$ cat config.mk
export PLATFORM = sky130hd
export DESIGN_NAME = lc3_top
export DESIGN_NICKNAME = d
export VERILOG_FILES = /design/src/common/lc3_pkg.sv /design/src/datapath/regfile.sv /design/src/datapath/alu.sv /design/src/datapath/datapath.sv /design/src/rtl/control_fsm.sv /design/src/rtl/lc3_top.sv
export SDC_FILE = /design/constraint.sdc
export NUM_CORES = 1
export LEC_CHECK = 0
export BUFFER_PORTS_ARGS = -buffer_cell sky130_fd_sc_hd__buf_2
export CAP_MARGIN = 20
export CORE_MARGIN = 2
export CORE_UTILIZATION = 65
export CTS_CLUSTER_SIZE = 30
export DETAILED_ROUTE_END_ITERATION = 7
export GPL_TIMING_DRIVEN = 0
export PLACE_DENSITY = 0.89
export SYNTH_ARGS = -nofsm -noshare
export SYNTH_HDL_FRONTEND = slang
export SYNTH_SLANG_ARGS = --single-unit
$ cat constraint.sdc
create_clock -name clk -period 10.26 [get_ports clk]
set_clock_uncertainty 0.15 [all_clocks]
set_input_delay 0.513 -clock clk [delete_from_list [all_inputs] [get_ports clk]]
set_output_delay 0.513 -clock clk [all_outputs]
set_load 0.005 [all_outputs]
$ cat src/common/lc3_pkg.sv
package lc3_pkg;

    localparam int word_width = 16;

    typedef logic [word_width-1:0] word_t;

    typedef enum logic [3:0] {
        op_br   = 4'b0000,
        op_add  = 4'b0001,
        op_ld   = 4'b0010,
        op_st   = 4'b0011,
        op_and  = 4'b0101,
        op_ldr  = 4'b0110,
        op_str  = 4'b0111,
        op_not  = 4'b1001,
        op_jmp  = 4'b1100,
        op_lea  = 4'b1110,
        op_trap = 4'b1111
    } opcode_t;

    typedef enum logic [1:0] {
        alu_add    = 2'b00,
        alu_and    = 2'b01,
        alu_not    = 2'b10,
        alu_pass_b = 2'b11
    } alu_op_t;

    typedef enum logic [1:0] {
        pc_inc = 2'b00,
        pc_reg = 2'b01,
        pc_alu = 2'b11
    } pcmux_t;

    typedef enum logic [2:0] {
        b_reg   = 3'b000,
        b_imm5  = 3'b001,
        b_off9  = 3'b010,
        b_off11 = 3'b011,
        b_off6  = 3'b100
    } alumux2_t;

    typedef enum logic [3:0] {
        s_fetch1   = 4'd0,
        s_fetch2   = 4'd1,
        s_fetch3   = 4'd2,
        s_decode   = 4'd3,
        s_alu      = 4'd4,
        s_lea      = 4'd5,
        s_br       = 4'd6,
        s_jmp      = 4'd7,
        s_ld_addr  = 4'd8,
        s_ld_read  = 4'd9,
        s_ld_wb    = 4'd10,
        s_st_addr  = 4'd11,
        s_st_mdr   = 4'd12,
        s_st_write = 4'd13,
        s_halt     = 4'd14
    } state_t;

endpackage

$ cat src/datapath/regfile.sv
`timescale 1ns/1ps

module regfile (
    input  logic                clk,
    input  logic                rst_n,
    input  logic                ld_regf,
    input  lc3_pkg::word_t      in,
    input  logic [2:0]          dr,
    input  logic [2:0]          sr1,
    input  logic [2:0]          sr2,
    output lc3_pkg::word_t      ra,
    output lc3_pkg::word_t      rb
);

    lc3_pkg::word_t regs [8];

    always_ff @(posedge clk) begin
        if (!rst_n) begin
            for (int i = 0; i < 8; i++) begin
                regs[i] <= '0;
            end
        end else if (ld_regf) begin
            regs[dr] <= in;
        end
    end

    // reads are combinational so the ALU sees operands in the same cycle.
    assign ra = regs[sr1];
    assign rb = regs[sr2];

endmodule

$ cat src/datapath/alu.sv
`timescale 1ns/1ps

module alu (
    input  lc3_pkg::alu_op_t op,
    input  lc3_pkg::word_t   a,
    input  lc3_pkg::word_t   b,
    output lc3_pkg::word_t   f
);

    always_comb begin
        case (op)
            lc3_pkg::alu_add: begin
                f = a + b; // carry out is dropped, LC-3 has no carry flag.
            end
            lc3_pkg::alu_and: begin
                f = a & b;
            end
            lc3_pkg::alu_not: begin
                f = ~a;
            end
            lc3_pkg::alu_pass_b: begin
                f = b;
            end
            default: begin
                f = b;
            end
        endcase
    end

endmodule

$ cat src/datapath/datapath.sv
`timescale 1ns/1ps

module datapath #(
    parameter lc3_pkg::word_t reset_vector = 16'h3000
) (
    input  logic                clk,
    input  logic                rst_n,
    input  logic                ld_pc,
    input  logic                ld_ir,
    input  logic                ld_regf,
    input  logic                ld_mdr,
    input  logic                ld_mar,
    input  logic                ld_nzp,
    input  logic                mdr_sel,
    input  lc3_pkg::pcmux_t     pcmux_sel,
    input  logic                regfilemux_sel,
    input  logic                marmux_sel,
    input  logic                alumux1_sel,
    input  lc3_pkg::alumux2_t   alumux2_sel,
    input  lc3_pkg::alu_op_t    alu_op,
    input  lc3_pkg::word_t      mdr_in,
    output lc3_pkg::opcode_t    opcode,
    output logic                ir_bit5,
    output logic                ben,
    output lc3_pkg::word_t      mar,
    output lc3_pkg::word_t      mdr
);

    lc3_pkg::word_t pc_q;
    lc3_pkg::word_t ir_q;
    lc3_pkg::word_t mar_q;
    lc3_pkg::word_t mdr_q;
    logic [2:0]     nzp_q;

    logic [2:0]     dr;
    logic [2:0]     sr1;
    logic [2:0]     sr2;
    lc3_pkg::word_t imm5_sext;
    lc3_pkg::word_t off6_sext;
    lc3_pkg::word_t off9_sext;

    lc3_pkg::word_t ra;
    lc3_pkg::word_t rb;
    lc3_pkg::word_t pcmux_out;
    lc3_pkg::word_t regfilemux_out;
    lc3_pkg::word_t marmux_out;
    lc3_pkg::word_t alumux1_out;
    lc3_pkg::word_t alumux2_out;
    lc3_pkg::word_t alu_out;

    assign opcode  = lc3_pkg::opcode_t'(ir_q[15:12]);
    assign ir_bit5 = ir_q[5];
    assign dr      = ir_q[11:9];
    assign sr1     = mdr_sel ? ir_q[11:9] : ir_q[8:6]; // store source sits in the dr field.
    assign sr2     = ir_q[2:0];

    assign imm5_sext  = {{(lc3_pkg::word_width-5){ir_q[4]}}, ir_q[4:0]};
    assign off6_sext  = {{(lc3_pkg::word_width-6){ir_q[5]}}, ir_q[5:0]};
    assign off9_sext  = {{(lc3_pkg::word_width-9){ir_q[8]}}, ir_q[8:0]};

    assign ben = |(nzp_q & ir_q[11:9]);
    assign mar = mar_q;
    assign mdr = mdr_q;

    regfile regs (
        .clk     (clk),
        .rst_n   (rst_n),
        .ld_regf (ld_regf),
        .in      (regfilemux_out),
        .dr      (dr),
        .sr1     (sr1),
        .sr2     (sr2),
        .ra      (ra),
        .rb      (rb)
    );

    alu alu_unit (
        .op (alu_op),
        .a  (alumux1_out),
        .b  (alumux2_out),
        .f  (alu_out)
    );

    always_comb begin
        case (pcmux_sel)
            lc3_pkg::pc_reg: pcmux_out = ra;
            lc3_pkg::pc_alu: pcmux_out = alu_out;
            default:         pcmux_out = pc_q + 16'd1;
        endcase

        regfilemux_out = regfilemux_sel ? mdr_q : alu_out;
        alumux1_out    = alumux1_sel ? pc_q : ra;
        marmux_out     = marmux_sel ? alu_out : pc_q;

        case (alumux2_sel)
            lc3_pkg::b_imm5:  alumux2_out = imm5_sext;
            lc3_pkg::b_off9:  alumux2_out = off9_sext;
            lc3_pkg::b_off6:  alumux2_out = off6_sext;
            default:          alumux2_out = rb;
        endcase
    end

    always_ff @(posedge clk) begin
        if (!rst_n) begin
            pc_q  <= reset_vector;
            ir_q  <= '0;
            mar_q <= '0;
            mdr_q <= '0;
            nzp_q <= '0;
        end else begin
            if (ld_pc) pc_q <= pcmux_out;
            if (ld_ir) ir_q <= mdr_q;
            if (ld_mar) mar_q <= marmux_out;
            if (ld_mdr) mdr_q <= mdr_sel ? ra : mdr_in;
            if (ld_nzp) begin
                // n, z and p are mutually exclusive by construction.
                nzp_q <= {regfilemux_out[lc3_pkg::word_width-1],
                          regfilemux_out == '0,
                          !regfilemux_out[lc3_pkg::word_width-1] && regfilemux_out != '0};
            end
        end
    end

    // the condition codes follow a register write and then hold exactly one flag.
    assert property (@(posedge clk) disable iff (!rst_n)
        ld_nzp |=> $past(ld_regf) && $onehot(nzp_q));

endmodule

$ cat src/rtl/control_fsm.sv
`timescale 1ns/1ps

module control_fsm (
    input  logic                clk,
    input  logic                rst_n,
    input  lc3_pkg::opcode_t    opcode,
    input  logic                ir_bit5,
    input  logic                ben,
    input  logic                wb_ack,
    output logic                ld_pc,
    output logic                ld_ir,
    output logic                ld_regf,
    output logic                ld_mdr,
    output logic                ld_mar,
    output logic                ld_nzp,
    output logic                mdr_sel,
    output lc3_pkg::pcmux_t     pcmux_sel,
    output logic                regfilemux_sel,
    output logic                marmux_sel,
    output logic                alumux1_sel,
    output lc3_pkg::alumux2_t   alumux2_sel,
    output lc3_pkg::alu_op_t    alu_op,
    output logic                wb_cyc,
    output logic                wb_stb,
    output logic                wb_we,
    output logic                halted
);

    lc3_pkg::state_t state;
    lc3_pkg::state_t state_next;

    always_ff @(posedge clk) begin
        if (!rst_n) begin
            state <= lc3_pkg::s_fetch1;
        end else begin
            state <= state_next;
        end
    end

    always_comb begin
        state_next = state;
        case (state)
            lc3_pkg::s_fetch1: state_next = lc3_pkg::s_fetch2;
            lc3_pkg::s_fetch2: if (wb_ack) state_next = lc3_pkg::s_fetch3;
            lc3_pkg::s_fetch3: state_next = lc3_pkg::s_decode;
            lc3_pkg::s_decode: begin
                case (opcode)
                    lc3_pkg::op_add,
                    lc3_pkg::op_and,
                    lc3_pkg::op_not: state_next = lc3_pkg::s_alu;
                    lc3_pkg::op_lea: state_next = lc3_pkg::s_lea;
                    lc3_pkg::op_br:  state_next = lc3_pkg::s_br;
                    lc3_pkg::op_jmp: state_next = lc3_pkg::s_jmp;
                    lc3_pkg::op_ld,
                    lc3_pkg::op_ldr: state_next = lc3_pkg::s_ld_addr;
                    lc3_pkg::op_st,
                    lc3_pkg::op_str: state_next = lc3_pkg::s_st_addr;
                    default:         state_next = lc3_pkg::s_halt; // trap and unsupported codes stop.
                endcase
            end
            lc3_pkg::s_ld_addr:  state_next = lc3_pkg::s_ld_read;
            lc3_pkg::s_ld_read:  if (wb_ack) state_next = lc3_pkg::s_ld_wb;
            lc3_pkg::s_st_addr:  state_next = lc3_pkg::s_st_mdr;
            lc3_pkg::s_st_mdr:   state_next = lc3_pkg::s_st_write;
            lc3_pkg::s_st_write: if (wb_ack) state_next = lc3_pkg::s_fetch1;
            lc3_pkg::s_halt:     state_next = lc3_pkg::s_halt;
            default:             state_next = lc3_pkg::s_fetch1;
        endcase
    end

    always_comb begin
        ld_pc          = 1'b0;
        ld_ir          = 1'b0;
        ld_regf        = 1'b0;
        ld_mdr         = 1'b0;
        ld_mar         = 1'b0;
        ld_nzp         = 1'b0;
        mdr_sel        = 1'b0;
        pcmux_sel      = lc3_pkg::pc_inc;
        regfilemux_sel = 1'b0;
        marmux_sel     = 1'b0;
        alumux1_sel    = 1'b0;
        alumux2_sel    = lc3_pkg::b_reg;
        alu_op         = lc3_pkg::alu_add;
        wb_cyc         = 1'b0;
        wb_stb         = 1'b0;
        wb_we          = 1'b0;
        case (state)
            lc3_pkg::s_fetch1: begin
                ld_mar = 1'b1; // mar takes the old pc while pc steps on.
                ld_pc  = 1'b1;
            end
            lc3_pkg::s_fetch2, lc3_pkg::s_ld_read: begin
                wb_cyc = 1'b1;
                wb_stb = 1'b1;
                ld_mdr = wb_ack; // capture read data only in the ack cycle.
            end
            lc3_pkg::s_fetch3: ld_ir = 1'b1;
            lc3_pkg::s_alu: begin
                ld_regf     = 1'b1;
                ld_nzp      = 1'b1;
                alumux2_sel = ir_bit5 ? lc3_pkg::b_imm5 : lc3_pkg::b_reg;
                if (opcode == lc3_pkg::op_and) alu_op = lc3_pkg::alu_and;
                else if (opcode == lc3_pkg::op_not) alu_op = lc3_pkg::alu_not;
            end
            lc3_pkg::s_lea: begin
                ld_regf     = 1'b1;
                ld_nzp      = 1'b1;
                alumux1_sel = 1'b1;
                alumux2_sel = lc3_pkg::b_off9;
            end
            lc3_pkg::s_br: begin
                ld_pc       = ben;
                pcmux_sel   = lc3_pkg::pc_alu;
                alumux1_sel = 1'b1;
                alumux2_sel = lc3_pkg::b_off9;
            end
            lc3_pkg::s_jmp: begin
                ld_pc     = 1'b1;
                pcmux_sel = lc3_pkg::pc_reg;
            end
            lc3_pkg::s_ld_addr, lc3_pkg::s_st_addr: begin
                ld_mar     = 1'b1;
                marmux_sel = 1'b1;
                if (opcode == lc3_pkg::op_ldr || opcode == lc3_pkg::op_str) begin
                    alumux2_sel = lc3_pkg::b_off6;
                end else begin
                    alumux1_sel = 1'b1;
                    alumux2_sel = lc3_pkg::b_off9;
                end
            end
            lc3_pkg::s_ld_wb: begin
                ld_regf        = 1'b1;
                ld_nzp         = 1'b1;
                regfilemux_sel = 1'b1;
            end
            lc3_pkg::s_st_mdr: begin
                ld_mdr  = 1'b1;
                mdr_sel = 1'b1;
            end
            lc3_pkg::s_st_write: begin
                wb_cyc = 1'b1;
                wb_stb = 1'b1;
                wb_we  = 1'b1;
            end
            default: begin
            end
        endcase
    end

    assign halted = (state == lc3_pkg::s_halt);

    assert property (@(posedge clk) disable iff (!rst_n) wb_stb |-> wb_cyc);

    // a stalled bus cycle holds its state, so adr, we and wdata cannot move.
    assert property (@(posedge clk) disable iff (!rst_n)
        (state inside {lc3_pkg::s_fetch2, lc3_pkg::s_ld_read, lc3_pkg::s_st_write} && !wb_ack)
        |=> (state == $past(state)));

    assert property (@(posedge clk) disable iff (!rst_n) !(halted && wb_cyc));

endmodule

$ cat src/rtl/lc3_top.sv
`timescale 1ns/1ps

module lc3_top #(
    parameter lc3_pkg::word_t reset_vector = 16'h3000
) (
    input  logic            clk,
    input  logic            rst_n,
    output lc3_pkg::word_t  wb_adr,
    output lc3_pkg::word_t  wb_wdata,
    input  lc3_pkg::word_t  wb_rdata,
    output logic            wb_we,
    output logic            wb_cyc,
    output logic            wb_stb,
    input  logic            wb_ack,
    output logic            halted
);

    logic                ld_pc;
    logic                ld_ir;
    logic                ld_regf;
    logic                ld_mdr;
    logic                ld_mar;
    logic                ld_nzp;
    logic                mdr_sel;
    lc3_pkg::pcmux_t     pcmux_sel;
    logic                regfilemux_sel;
    logic                marmux_sel;
    logic                alumux1_sel;
    lc3_pkg::alumux2_t   alumux2_sel;
    lc3_pkg::alu_op_t    alu_op;
    lc3_pkg::opcode_t    opcode;
    logic                ir_bit5;
    logic                ben;

    control_fsm ctrl (
        .clk            (clk),
        .rst_n          (rst_n),
        .opcode         (opcode),
        .ir_bit5        (ir_bit5),
        .ben            (ben),
        .wb_ack         (wb_ack),
        .ld_pc          (ld_pc),
        .ld_ir          (ld_ir),
        .ld_regf        (ld_regf),
        .ld_mdr         (ld_mdr),
        .ld_mar         (ld_mar),
        .ld_nzp         (ld_nzp),
        .mdr_sel        (mdr_sel),
        .pcmux_sel      (pcmux_sel),
        .regfilemux_sel (regfilemux_sel),
        .marmux_sel     (marmux_sel),
        .alumux1_sel    (alumux1_sel),
        .alumux2_sel    (alumux2_sel),
        .alu_op         (alu_op),
        .wb_cyc         (wb_cyc),
        .wb_stb         (wb_stb),
        .wb_we          (wb_we),
        .halted         (halted)
    );

    datapath #(
        .reset_vector (reset_vector)
    ) dp (
        .clk            (clk),
        .rst_n          (rst_n),
        .ld_pc          (ld_pc),
        .ld_ir          (ld_ir),
        .ld_regf        (ld_regf),
        .ld_mdr         (ld_mdr),
        .ld_mar         (ld_mar),
        .ld_nzp         (ld_nzp),
        .mdr_sel        (mdr_sel),
        .pcmux_sel      (pcmux_sel),
        .regfilemux_sel (regfilemux_sel),
        .marmux_sel     (marmux_sel),
        .alumux1_sel    (alumux1_sel),
        .alumux2_sel    (alumux2_sel),
        .alu_op         (alu_op),
        .mdr_in         (wb_rdata), // read data goes straight to mdr.
        .opcode         (opcode),
        .ir_bit5        (ir_bit5),
        .ben            (ben),
        .mar            (wb_adr),
        .mdr            (wb_wdata)
    );

endmodule

# [After elaboration in Yosys (flattened, before gate mapping)]
# Memory sizes are Yosys's and may differ from the RTL's. A register that Yosys moved wholly into a read port is not among the register bits.
# Cells that the tools add are included.
[totals] reg_bits=71 latch_bits=0 mem_bits_rw=128 rom_bits=64 elab_cells=101 n_memories=2
[mem_list] name="dp.regs.regs" depth=8 word_bits=16 rd=2 rd_ports_with_merged_regs=1 wr=8 line_no="regfile.sv:15" source="lc3_pkg::word_t regs [8];"
[mem_list] name="(no name shown)" depth=16 word_bits=4 rd=1 rd_ports_with_merged_regs=1 wr=0 line_no="control_fsm.sv:47" source="case (opcode)"
[classes] n_addsub=2 mul=0 div_mod_pow=0 n_lt_le_gt_ge=0 eq_ne=29 n_shift=0 mux=42 bitwise=3 reduce_logical=17
[ops] cell="$mux W16" count=5
[ops] cell="$pmux W16 S4" count=1
[ops] cell="$pmux W16 S3" count=1
[ops] cell="$pmux W4 S10" count=1
[ops] cell="$eq A4 B4 Y1 const B" count=8
[ops] cell="$pmux W16 S2" count=1
[ops] cell="$eq A4 B3 Y1 const B" count=7
[ops] cell="$mux W4" count=5
[ops] cell="$add A16 B1 Y16 const B" count=1
[ops] cell="$add A16 B16 Y16" count=1
[ops] cell="$and A16 B16 Y16" count=1
[ops] cell="$logic_not A16 Y1" count=1
[ops] cell="$not A16 Y16" count=1
[ops] cell="$reduce_bool A16 Y1" count=1
[ops] cell="$reduce_or A16 Y1" count=1
[ops] cell="$mux W1" count=15
[ops] cell="$mux W3" count=5
[ops] cell="$reduce_or A3 Y1" count=4
[ops] cell="$pmux W3 S3" count=1
[ops] cell="$eq A4 B2 Y1 const B" count=2
[ops] cell="$reduce_or A2 Y1" count=4
[ops] cell="$eq A2 B2 Y1 const B" count=3
[ops] cell="$mux W2" count=3
[ops] cell="$ne A2 B2 Y1 const B" count=3
[ops] cell="other kinds (14)" count=17

# [Logic depth before layout (Yosys ltp)]
# Gate-level depths: netlist of run 1.
[logic_depth] depth_word=11 mapped_depth=25 ltp_nobuf=20

# [Cells and area by module]
# A second synthesis of run 1 with hierarchy kept.
[unflattened] hier_cells=1121 area_unflattened_um2=12801.0
[modules_own_cells] mod="regfile" n_inst=1 cells_per_inst=430 area_each_um2=6876.6 seq_area_each_um2=3843.7
[modules_own_cells] mod="datapath" n_inst=1 cells_per_inst=456 area_each_um2=4082.7 seq_area_each_um2=1341.3
[modules_own_cells] mod="alu" n_inst=1 cells_per_inst=138 area_each_um2=1169.9 seq_area_each_um2=0.0
[modules_own_cells] mod="control_fsm" n_inst=1 cells_per_inst=97 area_each_um2=671.9 seq_area_each_um2=80.1

# [Worst setup path after synthesis of run 1]
# Ideal clock, no wire load.
[synth_path] kind="register to register" from="register ctrl.state[1]" to="register dp.nzp_q[0]" setup_ps=120 t_arrival_ps=5356 t_required_ps=9990 path_slack_ps=4635 path_stages_with_launch=25 n_path_buf=4 synth_period_minus_slack_ps=5625 path_cell_list="dfxtp_1 > buf_2 > nor4bb_1 > buf_4 > mux2i_4 > buf_6 > buf_6 > mux2i_1 > o221ai_1 > nand3_1 > nor2_1 > a21o_1 > ha_1 > inv_1 > fa_1 > nand2b_1 > a21boi_0 > o21a_1 > nor3_1 > a311o_1 > mux2_2 > a21oi_1 > nand4_1 > or4_1 > a211o_1"
[synth_between] elab_chain_cells=10 elab_cells_between_ends=35 cone_classes="add/sub (1); eq/ne (13); mux (11); bitwise (2); reduce/logical (7); memory (1)"
[synth_lines] element="start: declaration" line_no="control_fsm.sv:29" source="lc3_pkg::state_t state;"
[synth_lines] element="start signal: assignment" line_no="control_fsm.sv:34" source="state <= lc3_pkg::s_fetch1;"
[synth_lines] element="start signal: assignment" line_no="control_fsm.sv:36" source="state <= state_next;"
[synth_lines] element="$eq A4 B4 Y1 or $eq A4 B3 Y1 (tied branches)" line_no="control_fsm.sv:88" source="case (state)"
[synth_lines] element="$mux W1, or another cell as far along" line_no="control_fsm.sv:88"
[synth_lines] element="$mux W3 or $pmux W3 S3 (tied branches)" line_no="datapath.sv:54, control_fsm.sv:88"
[synth_lines] element="$mem_v2 Z8 W16, or another cell as far along"
[synth_lines] element="$mux W16 or $pmux W16 S3 (tied branches)" line_no="datapath.sv:92, datapath.sv:95"
[synth_lines] element="$add A16 B16 Y16, or another cell as far along" line_no="alu.sv:13" source="f = a + b;"
[synth_lines] element="$pmux W16 S4" line_no="alu.sv:11" source="case (op)"
[synth_lines] element="$mux W16" line_no="datapath.sv:91" source="regfilemux_out = regfilemux_sel ? mdr_q : alu_out;"
[synth_lines] element="$reduce_bool A16 Y1 or $logic_not A1 Y1 (tied branches)" line_no="datapath.sv:119" source="!regfilemux_out[lc3_pkg::word_width-1] && regfilemux_out != '0};"
[synth_lines] element="$logic_and A1 B1 Y1" line_no="datapath.sv:119"
[synth_lines] element="end signal: assignment" line_no="datapath.sv:117" source="nzp_q <= {regfilemux_out[lc3_pkg::word_width-1],"
[synth_lines] element="end: declaration" line_no="datapath.sv:33" source="logic [2:0] nzp_q;"
# Parallel ways exist; a longest one is shown, timed or not.
# A chain may end at the register's enable or synchronous reset.

# [Worst setup path in the final report of run 1]
[layout_path] from="register ctrl.state[3]" to="register dp.nzp_q[0]"
# Same word-level chain as after synthesis.

==> metrics, run 1 <==
Highest Clock Rate=0.128 GHz; grt total ovfl=0; post-synthesis mux area share=13.0%; static leakage=5.33 nW; Final Max Slew Viols=0; H-tree depth=1; Total GRT Usage=39.9%; WP data arrival=8080 ps; die height=142 um; Worst Setup SP=ctrl.state[3]$_SDFFE_PN0P_; PortBufs=54; Initial Util=65.9%; post-CTS setup buffers=0; worst r2r dst=dp.nzp_q[0]$_SDFFE_PN0N_; vias in the first global route=10715; Most used DFF post-synth=edfxtp_1; post-synthesis simple-gate area fraction=17.8%; RSZ-0062 raised after global routing=false; DRC=0; maximum vdd ir drop=0.000178 V; flop-to-flop setup slack=2460 ps; xor-xnor portion of the synthesized cell area=1.78%; CP endpoint kind=register; Post-DP HPWL=28600 um; first-pass GRT wire length=60300 um; FFs w/ async S/R, synth=0%; Slew @ Worst Pin=1140 ps; critical path peak fanout=9; cells on worst reg2reg path=18; max_cap viols=0; fin crit period=7800 ps; GP Congestion=1.06; dominant combinational cell family by area after synthesis=simple AND/OR/NAND/NOR gates; Post-layout nets=1417; initial antenna violation count=0; 1st-pass router iterations=7; synthesized area=12300 um2; fill count=1376; diode count=0; critical path endpoint=dp.nzp_q[0]$_SDFFE_PN0N_; total CTS buffers=23; outcome=finished, final reports clean; Setup Viol. Count Final=0; R2R Path Start=ctrl.state[3]$_SDFFE_PN0P_; library cells used by synthesis=72; pwr/cell area=169 nW/um2; syn nets=1334; post-synthesis sequential area ratio=44.0%; Reg clk slew, reported paths=70 ps; Crit Path Category=register to register; Max-slew headroom=24.0%; Die Wd=142 um; Avg WL per Cell=24.7 um; Yosys warnings=0; compound-cell area share of the yosys netlist=17.2%; Synth Register Bits=206; Layout Area Growth over Synthesis=11.3%; number of synthesized flops with an enable pin=128; CTS root buf=clkbuf_16; syn avg cell area=9.50 um2; cts repair resizes=0; share of cells above drive strength 1=11.8%; utilization after layout=73.4%; Synth Area in Adders=2.20%; Sink Count=206; startpoint types=register; CP required=10540 ps; Synth Instances=1294; Max Root-Sink Buffers=3; via count=11127; largest net degree at the start of global routing=17; CORE AREA=18600 um2; worst skew pair latency=540 ps; most common cell after layout, fill and taps aside=nor2_1; final hold violations=0; commonest non-fill, non-tap cells in the layout=nor2_1 (213), nand2_1 (143), edfxtp_1 (128), clkbuf_1 (79), dfxtp_1 (78); hold buffers post-CTS=0; Worst Hold Class=primary input to register; Boundary Pins=55; die footprint=20000 um2; Final TNS setup=0 ps; routed wire length=40200 um; drt via density=6.83; CTS tree=yes; Final Cycle Share=76.0%; row count=50; post-route ant nets=0; Iter 0 DRT Violations=1912
## final cells by class
cell class | instances | area, um2 | area share (%)
Buffer | 97 | 415 | 3.04
Clock buffer | 35 | 672 | 4.91
Clock inverter | 7 | 101 | 0.741
Inverter | 20 | 75.1 | 0.549
Multi-Input combinational cell | 971 | 6400 | 46.8
Sequential cell | 206 | 5410 | 39.5
Tap cell | 234 | 293 | 2.14
Timing Repair Buffer | 58 | 323 | 2.36
## per-layer routing
layer	part of all wire (%)	GRT usage [%]
met1	35	49.4
met3	12	9.42
met4	6.9	24.6
met2	46	63.7
met5	0	0
## cell usage after synthesis, types with 3 or more instances
library cell,count,area [um2]
nand3b_1,4,30.0
buf_2,8,40.0
edfxtp_1,128,3840
buf_1,9,33.8
a31oi_1,12,75.1
o211a_1,7,70.1
inv_1,19,71.3
dfxtp_1,78,1560
buf_4,7,52.6
xor2_1,14,123
nor2_1,213,800
nand2b_1,10,62.6
a211oi_1,16,120
and2_1,28,175
nand2_1,143,537
mux2_2,10,113
nand3_1,29,145
a21boi_0,18,135
nand4_1,4,25.0
ha_1,20,250
a22oi_1,36,270
a21oi_1,69,345
o221a_2,3,33.8
and3_1,14,87.6
a32oi_1,11,96.3
a221oi_1,4,35.0
nor2b_1,26,163
a311oi_1,3,26.3
or3_1,4,25.0
xnor2_1,11,96.3
mux2i_1,72,721
o221ai_1,7,61.3
o21ai_0,57,285
o211ai_1,17,128
o21a_1,7,52.6
o22ai_1,10,62.6
a21o_1,15,113
clkbuf_1,71,267
nor3_1,7,35.0
mux4_2,32,721
## worst max-delay path, cell delays in order (launching register included)
cell,delay (ps)
dfxtp_1,430
nor4bb_1,690
buf_4,320
mux2i_1,890
nor2_1,530
a22oi_1,410
and3b_1,290
a21oi_1,90
fa_1,440
nand2b_1,200
a21boi_0,290
o21a_1,180
nor3_1,50
a311o_1,390
mux2_2,280
a21oi_1,750
nand4_1,300
or4_1,700
a211o_1,290
## how the worst min path moves through the flow
stage	from	end	slack [ps]	depth (start not counted)
floorplan	dp.ir_q[3]$_SDFFE_PN0P_	dp.ir_q[3]$_SDFFE_PN0P_	290	2
global placement	dp.ir_q[3]$_SDFFE_PN0P_	dp.ir_q[3]$_SDFFE_PN0P_	300	2
detailed placement	dp.ir_q[3]$_SDFFE_PN0P_	dp.ir_q[3]$_SDFFE_PN0P_	320	2
CTS	wb_rdata[3]	dp.mdr[3]$_SDFFE_PN0P_	170	4
global route	wb_rdata[2]	dp.mdr[2]$_SDFFE_PN0P_	200	4
finish	wb_rdata[11]	dp.mdr[11]$_SDFFE_PN0P_	170	4
## report_power, final
group	total, mW	leakage [nW]	switching, mW	internal [mW]
Combinational	0.501	2.99	0.322	0.179
Clock	0.857	0.381	0.352	0.505
Sequential	0.959	1.96	0.0385	0.921
Total	2.32	5.33	0.713	1.60
## flip-flops by register name (all words and copies together), names as in the netlist, named ones only
register      flops
dp.pc_q          16
ctrl.state        4
dp.ir_q          16
dp.regs.regs    128
dp.mdr           16
dp.mar           16
dp.nzp_q          3
## logic make-up (layout without fill, tap and decap cells)
kind of cell,count (synthesis),after routing
and+or+nand+nor,495,495
AOI/OAI and AO/OA,314,314
DFF,206,206
buffers and inverters,117,217
muxes,116,116
xor gates and xnor gates,25,25
adders and majority gates,21,21
## stage by stage
step,power [mW],instances,setup slack [ps],hold WS (ps),instance area [um2]
4_1_cts,2.29,1625,2800,175,13600
5_1_grt,2.38,1628,2320,202,13700
3_5_place_dp,1.45,1583,2860,319,12900
3_3_place_gp,1.45,1582,2780,302,12900
2_1_floorplan,1.30,1294,4630,294,12300
6_report,2.32,1628,2460,171,13700
No activity file was read; power rests on OpenSTA's default activity.
==> run 2: changes to the inputs <==
--- a/config.mk
+++ b/config.mk
@@ -8,11 +8,11 @@
 export BUFFER_PORTS_ARGS = -buffer_cell sky130_fd_sc_hd__buf_2
 export CAP_MARGIN = 20
 export CORE_MARGIN = 2
-export CORE_UTILIZATION = 65
+export CORE_UTILIZATION = 57
 export CTS_CLUSTER_SIZE = 30
 export DETAILED_ROUTE_END_ITERATION = 7
 export GPL_TIMING_DRIVEN = 0
-export PLACE_DENSITY = 0.89
+export PLACE_DENSITY = 0.83
 export SYNTH_ARGS = -nofsm -noshare
 export SYNTH_HDL_FRONTEND = slang
 export SYNTH_SLANG_ARGS = --single-unit
==> constraint.sdc (replaced) <==
create_clock -name clk -period 6.6 [get_ports clk]
set_clock_uncertainty 0.15 [all_clocks]
set_input_delay 0.33 -clock clk [delete_from_list [all_inputs] [get_ports clk]]
set_output_delay 0.33 -clock clk [all_outputs]
set_load 0.005 [all_outputs]
==> run 2 against run 1 <==
  * Sequential cell count is the same
  * Combinational power increased by 62%
  * Register-to-register slack got worse by 2200 ps
  * Setup slack got worse by 2200 ps
  * Core utilization is 7.7 points lower
  * Final cell count increased by 2.9%
  * Sequential share of layout area decreased by 0.47 points
  * Via count grew 0.32%
  * Design area up 1.2%
  * Sequential power grew 55%
  * Count of clock-buffer cells in the layout shrank 6
  * Largest cell class unchanged
==> metrics, run 2 (synthesis results as in run 1) <==
outcome=finished, final reports clean; drt via density=6.66 (-2.5%); Die Wd=151 um (+6.6%); critical path peak fanout=10 (+1); die height=151 um (+6.6%); register share of total power=42.7% (+1.3 points); R2R Path Start=ctrl.state[1]$_SDFFE_PN0P_; share of cells above drive strength 1=13.4% (+1.5 points); initial antenna violation count=0 (unchanged); WP data arrival=6640 ps (-1440 ps); Avg WL per Cell=24.2 um (-1.9%); Post-layout nets=1427 (+0.71%); Max-slew headroom=30.3% (+6.3 points); post-route setup slack=239 ps (-2220 ps); CTS tree=yes; Final Cycle Share=96.4% (+20 points); Initial Util=58.3% (-7.6 points); Max Root-Sink Buffers=3 (unchanged); Worst Hold Class=primary input to register; pwr/cell area=252 nW/um2 (+49%); static leakage=5.35 nW (+0.44%); pre-CTS WS=-718 ps (-3570 ps); worst skew pair latency=550 ps (about the same); largest net degree at the start of global routing=17 (unchanged); Worst Setup SP=ctrl.state[1]$_SDFFE_PN0P_; H-tree depth=1 (unchanged); total CTS buffers=23 (unchanged); Sink Count=206 (unchanged); P_sw=1.11 mW (+55%); routed wire length=40600 um (+0.91%); CP required=6880 ps (-3660 ps); diode count=0 (unchanged); sw frac=31.7% (+0.92 points); GP Congestion=0.984 (-7.3%); Layout Area Growth over Synthesis=12.7%; largest reg by FF count=dp.regs.regs; final hold violations=0 (unchanged); CORE AREA=21100 um2 (+13%); grt total ovfl=0 (unchanged); Setup Viol. Count Final=0 (unchanged); Boundary Pins=55 (unchanged); max_cap viols=0 (unchanged); P_int=2.39 mW (+49%); Slew @ Worst Pin=1030 ps (-106 ps); via count=11163 (+0.32%); Post-Place Cells=1624 (+2.6%); Final Non-Filler Cells=1675 (+2.9%); CP endpoint kind=register; CTS root buf=clkbuf_16; maximum vdd ir drop=0.000233 V (+31%); Final Max Slew Viols=0 (unchanged); min-delay src=wb_rdata[12]; Clock power frac=34.1% (-2.9 points); Logic pwr share=23.2% (+1.6 points); Highest Clock Rate=0.157 GHz (+23%); startpoint types=register; vias in the first global route=10684 (-0.29%); Reg clk slew, reported paths=70 ps (about the same); Post-DP Area=12900 um2 (+0.40%); die footprint=22800 um2 (+14%); 1st-pass router iterations=6 (-1); first-pass GRT wire length=61000 um (+1.1%); max reg flops=128 (unchanged); fin crit period=6360 ps (-1440 ps); DRC=0 (unchanged); Post-DP HPWL=29200 um (+1.9%); Total Power=3.50 mW (+51%); row count=53 (+6.0%); Final Hold Slack=1.76 ps (-169 ps); commonest non-fill, non-tap cells in the layout=nor2_1 (208), nand2_1 (143), edfxtp_1 (128), dfxtp_1 (77), clkbuf_1 (71); Crit Path Category=register to register; CP max stage delay=590 ps (-300 ps); design area=13800 um2 (+1.2%); Iter 0 DRT Violations=1592 (-17%); CP max stage cell=or4_1; PortBufs=54 (unchanged); post-route ant nets=0 (unchanged); most common cell after layout, fill and taps aside=nor2_1; Total GRT Usage=36.0% (-3.9 points)
run 2: final cells by class:
type / count / area, um2
Inverter: 20 / 75.1
Clock inverter: 9 / 52.6
Multi-Input combinational cell: 971 / 6530
Sequential cell: 206 / 5410
Buffer: 96 / 423
Clock buffer: 29 / 618
Tap cell: 275 / 344
Fill cell: 1686 / 7240
Timing Repair Buffer: 69 / 403
run 2: layer usage:
layer	up-vias	track usage [%]	wire [um]
li1	4926	-	-
met1	5288	45.3	14700
met2	799	59.5	19200
met3	150	6.57	4490
met4	0	18.7	2200
met5	-	0	0
run 2: power groups by stage:
stage          Combinational (mW)  Clock [mW]  Sequential (mW)
3_3_place_gp                0.743           0             1.51
4_1_cts                     0.772        1.19             1.49
2_1_floorplan               0.529           0             1.50
6_report                    0.811        1.19             1.49
5_1_grt                     0.876        1.23             1.50
3_5_place_dp                0.754           0             1.51
run 2: repair_timing:
action / CTS / global route
pin swaps: 1 / 3
hold buffers: 5 / 0
cloned: 0 / 0
endpoints found under the hold margin: 5 / 0
buffers inserted: 4 / 3
resized for setup: 21 / 13
setup endpoints to repair: 16 / 11
run 2: final timing paths:
check | to | slack, ps | depth (start not counted)
setup / recovery | dp.nzp_q[0]$_SDFFE_PN0N_ | 240 | 25
hold / removal | dp.mdr[12]$_SDFFE_PN0P_ | 2 | 4
setup reg to reg | dp.nzp_q[0]$_SDFFE_PN0N_ | 240 | 25
hold reg to reg | dp.ir_q[3]$_SDFFE_PN0P_ | 320 | 2
run 2: stage by stage:
stage               utilization, %  TNS, ps
CTS                           65.3        0
global route                  65.7    -23.9
global placement              61.2    -8650
floorplan                        -        0
finish                        65.7        0
detailed placement            61.2    -6200
run 2: critical path: cells and delay by family (launching register included):
family | cells | cell delay, ps
XOR/XNOR | 1 | 90
buffers and inverters | 6 | 1130
AND/OR/NAND/NOR | 7 | 1690
adder cells (fa/ha/maj) | 2 | 620
multiplexers | 1 | 380
flip-flops | 1 | 290
AO/OA/AOI/OAI | 8 | 1900
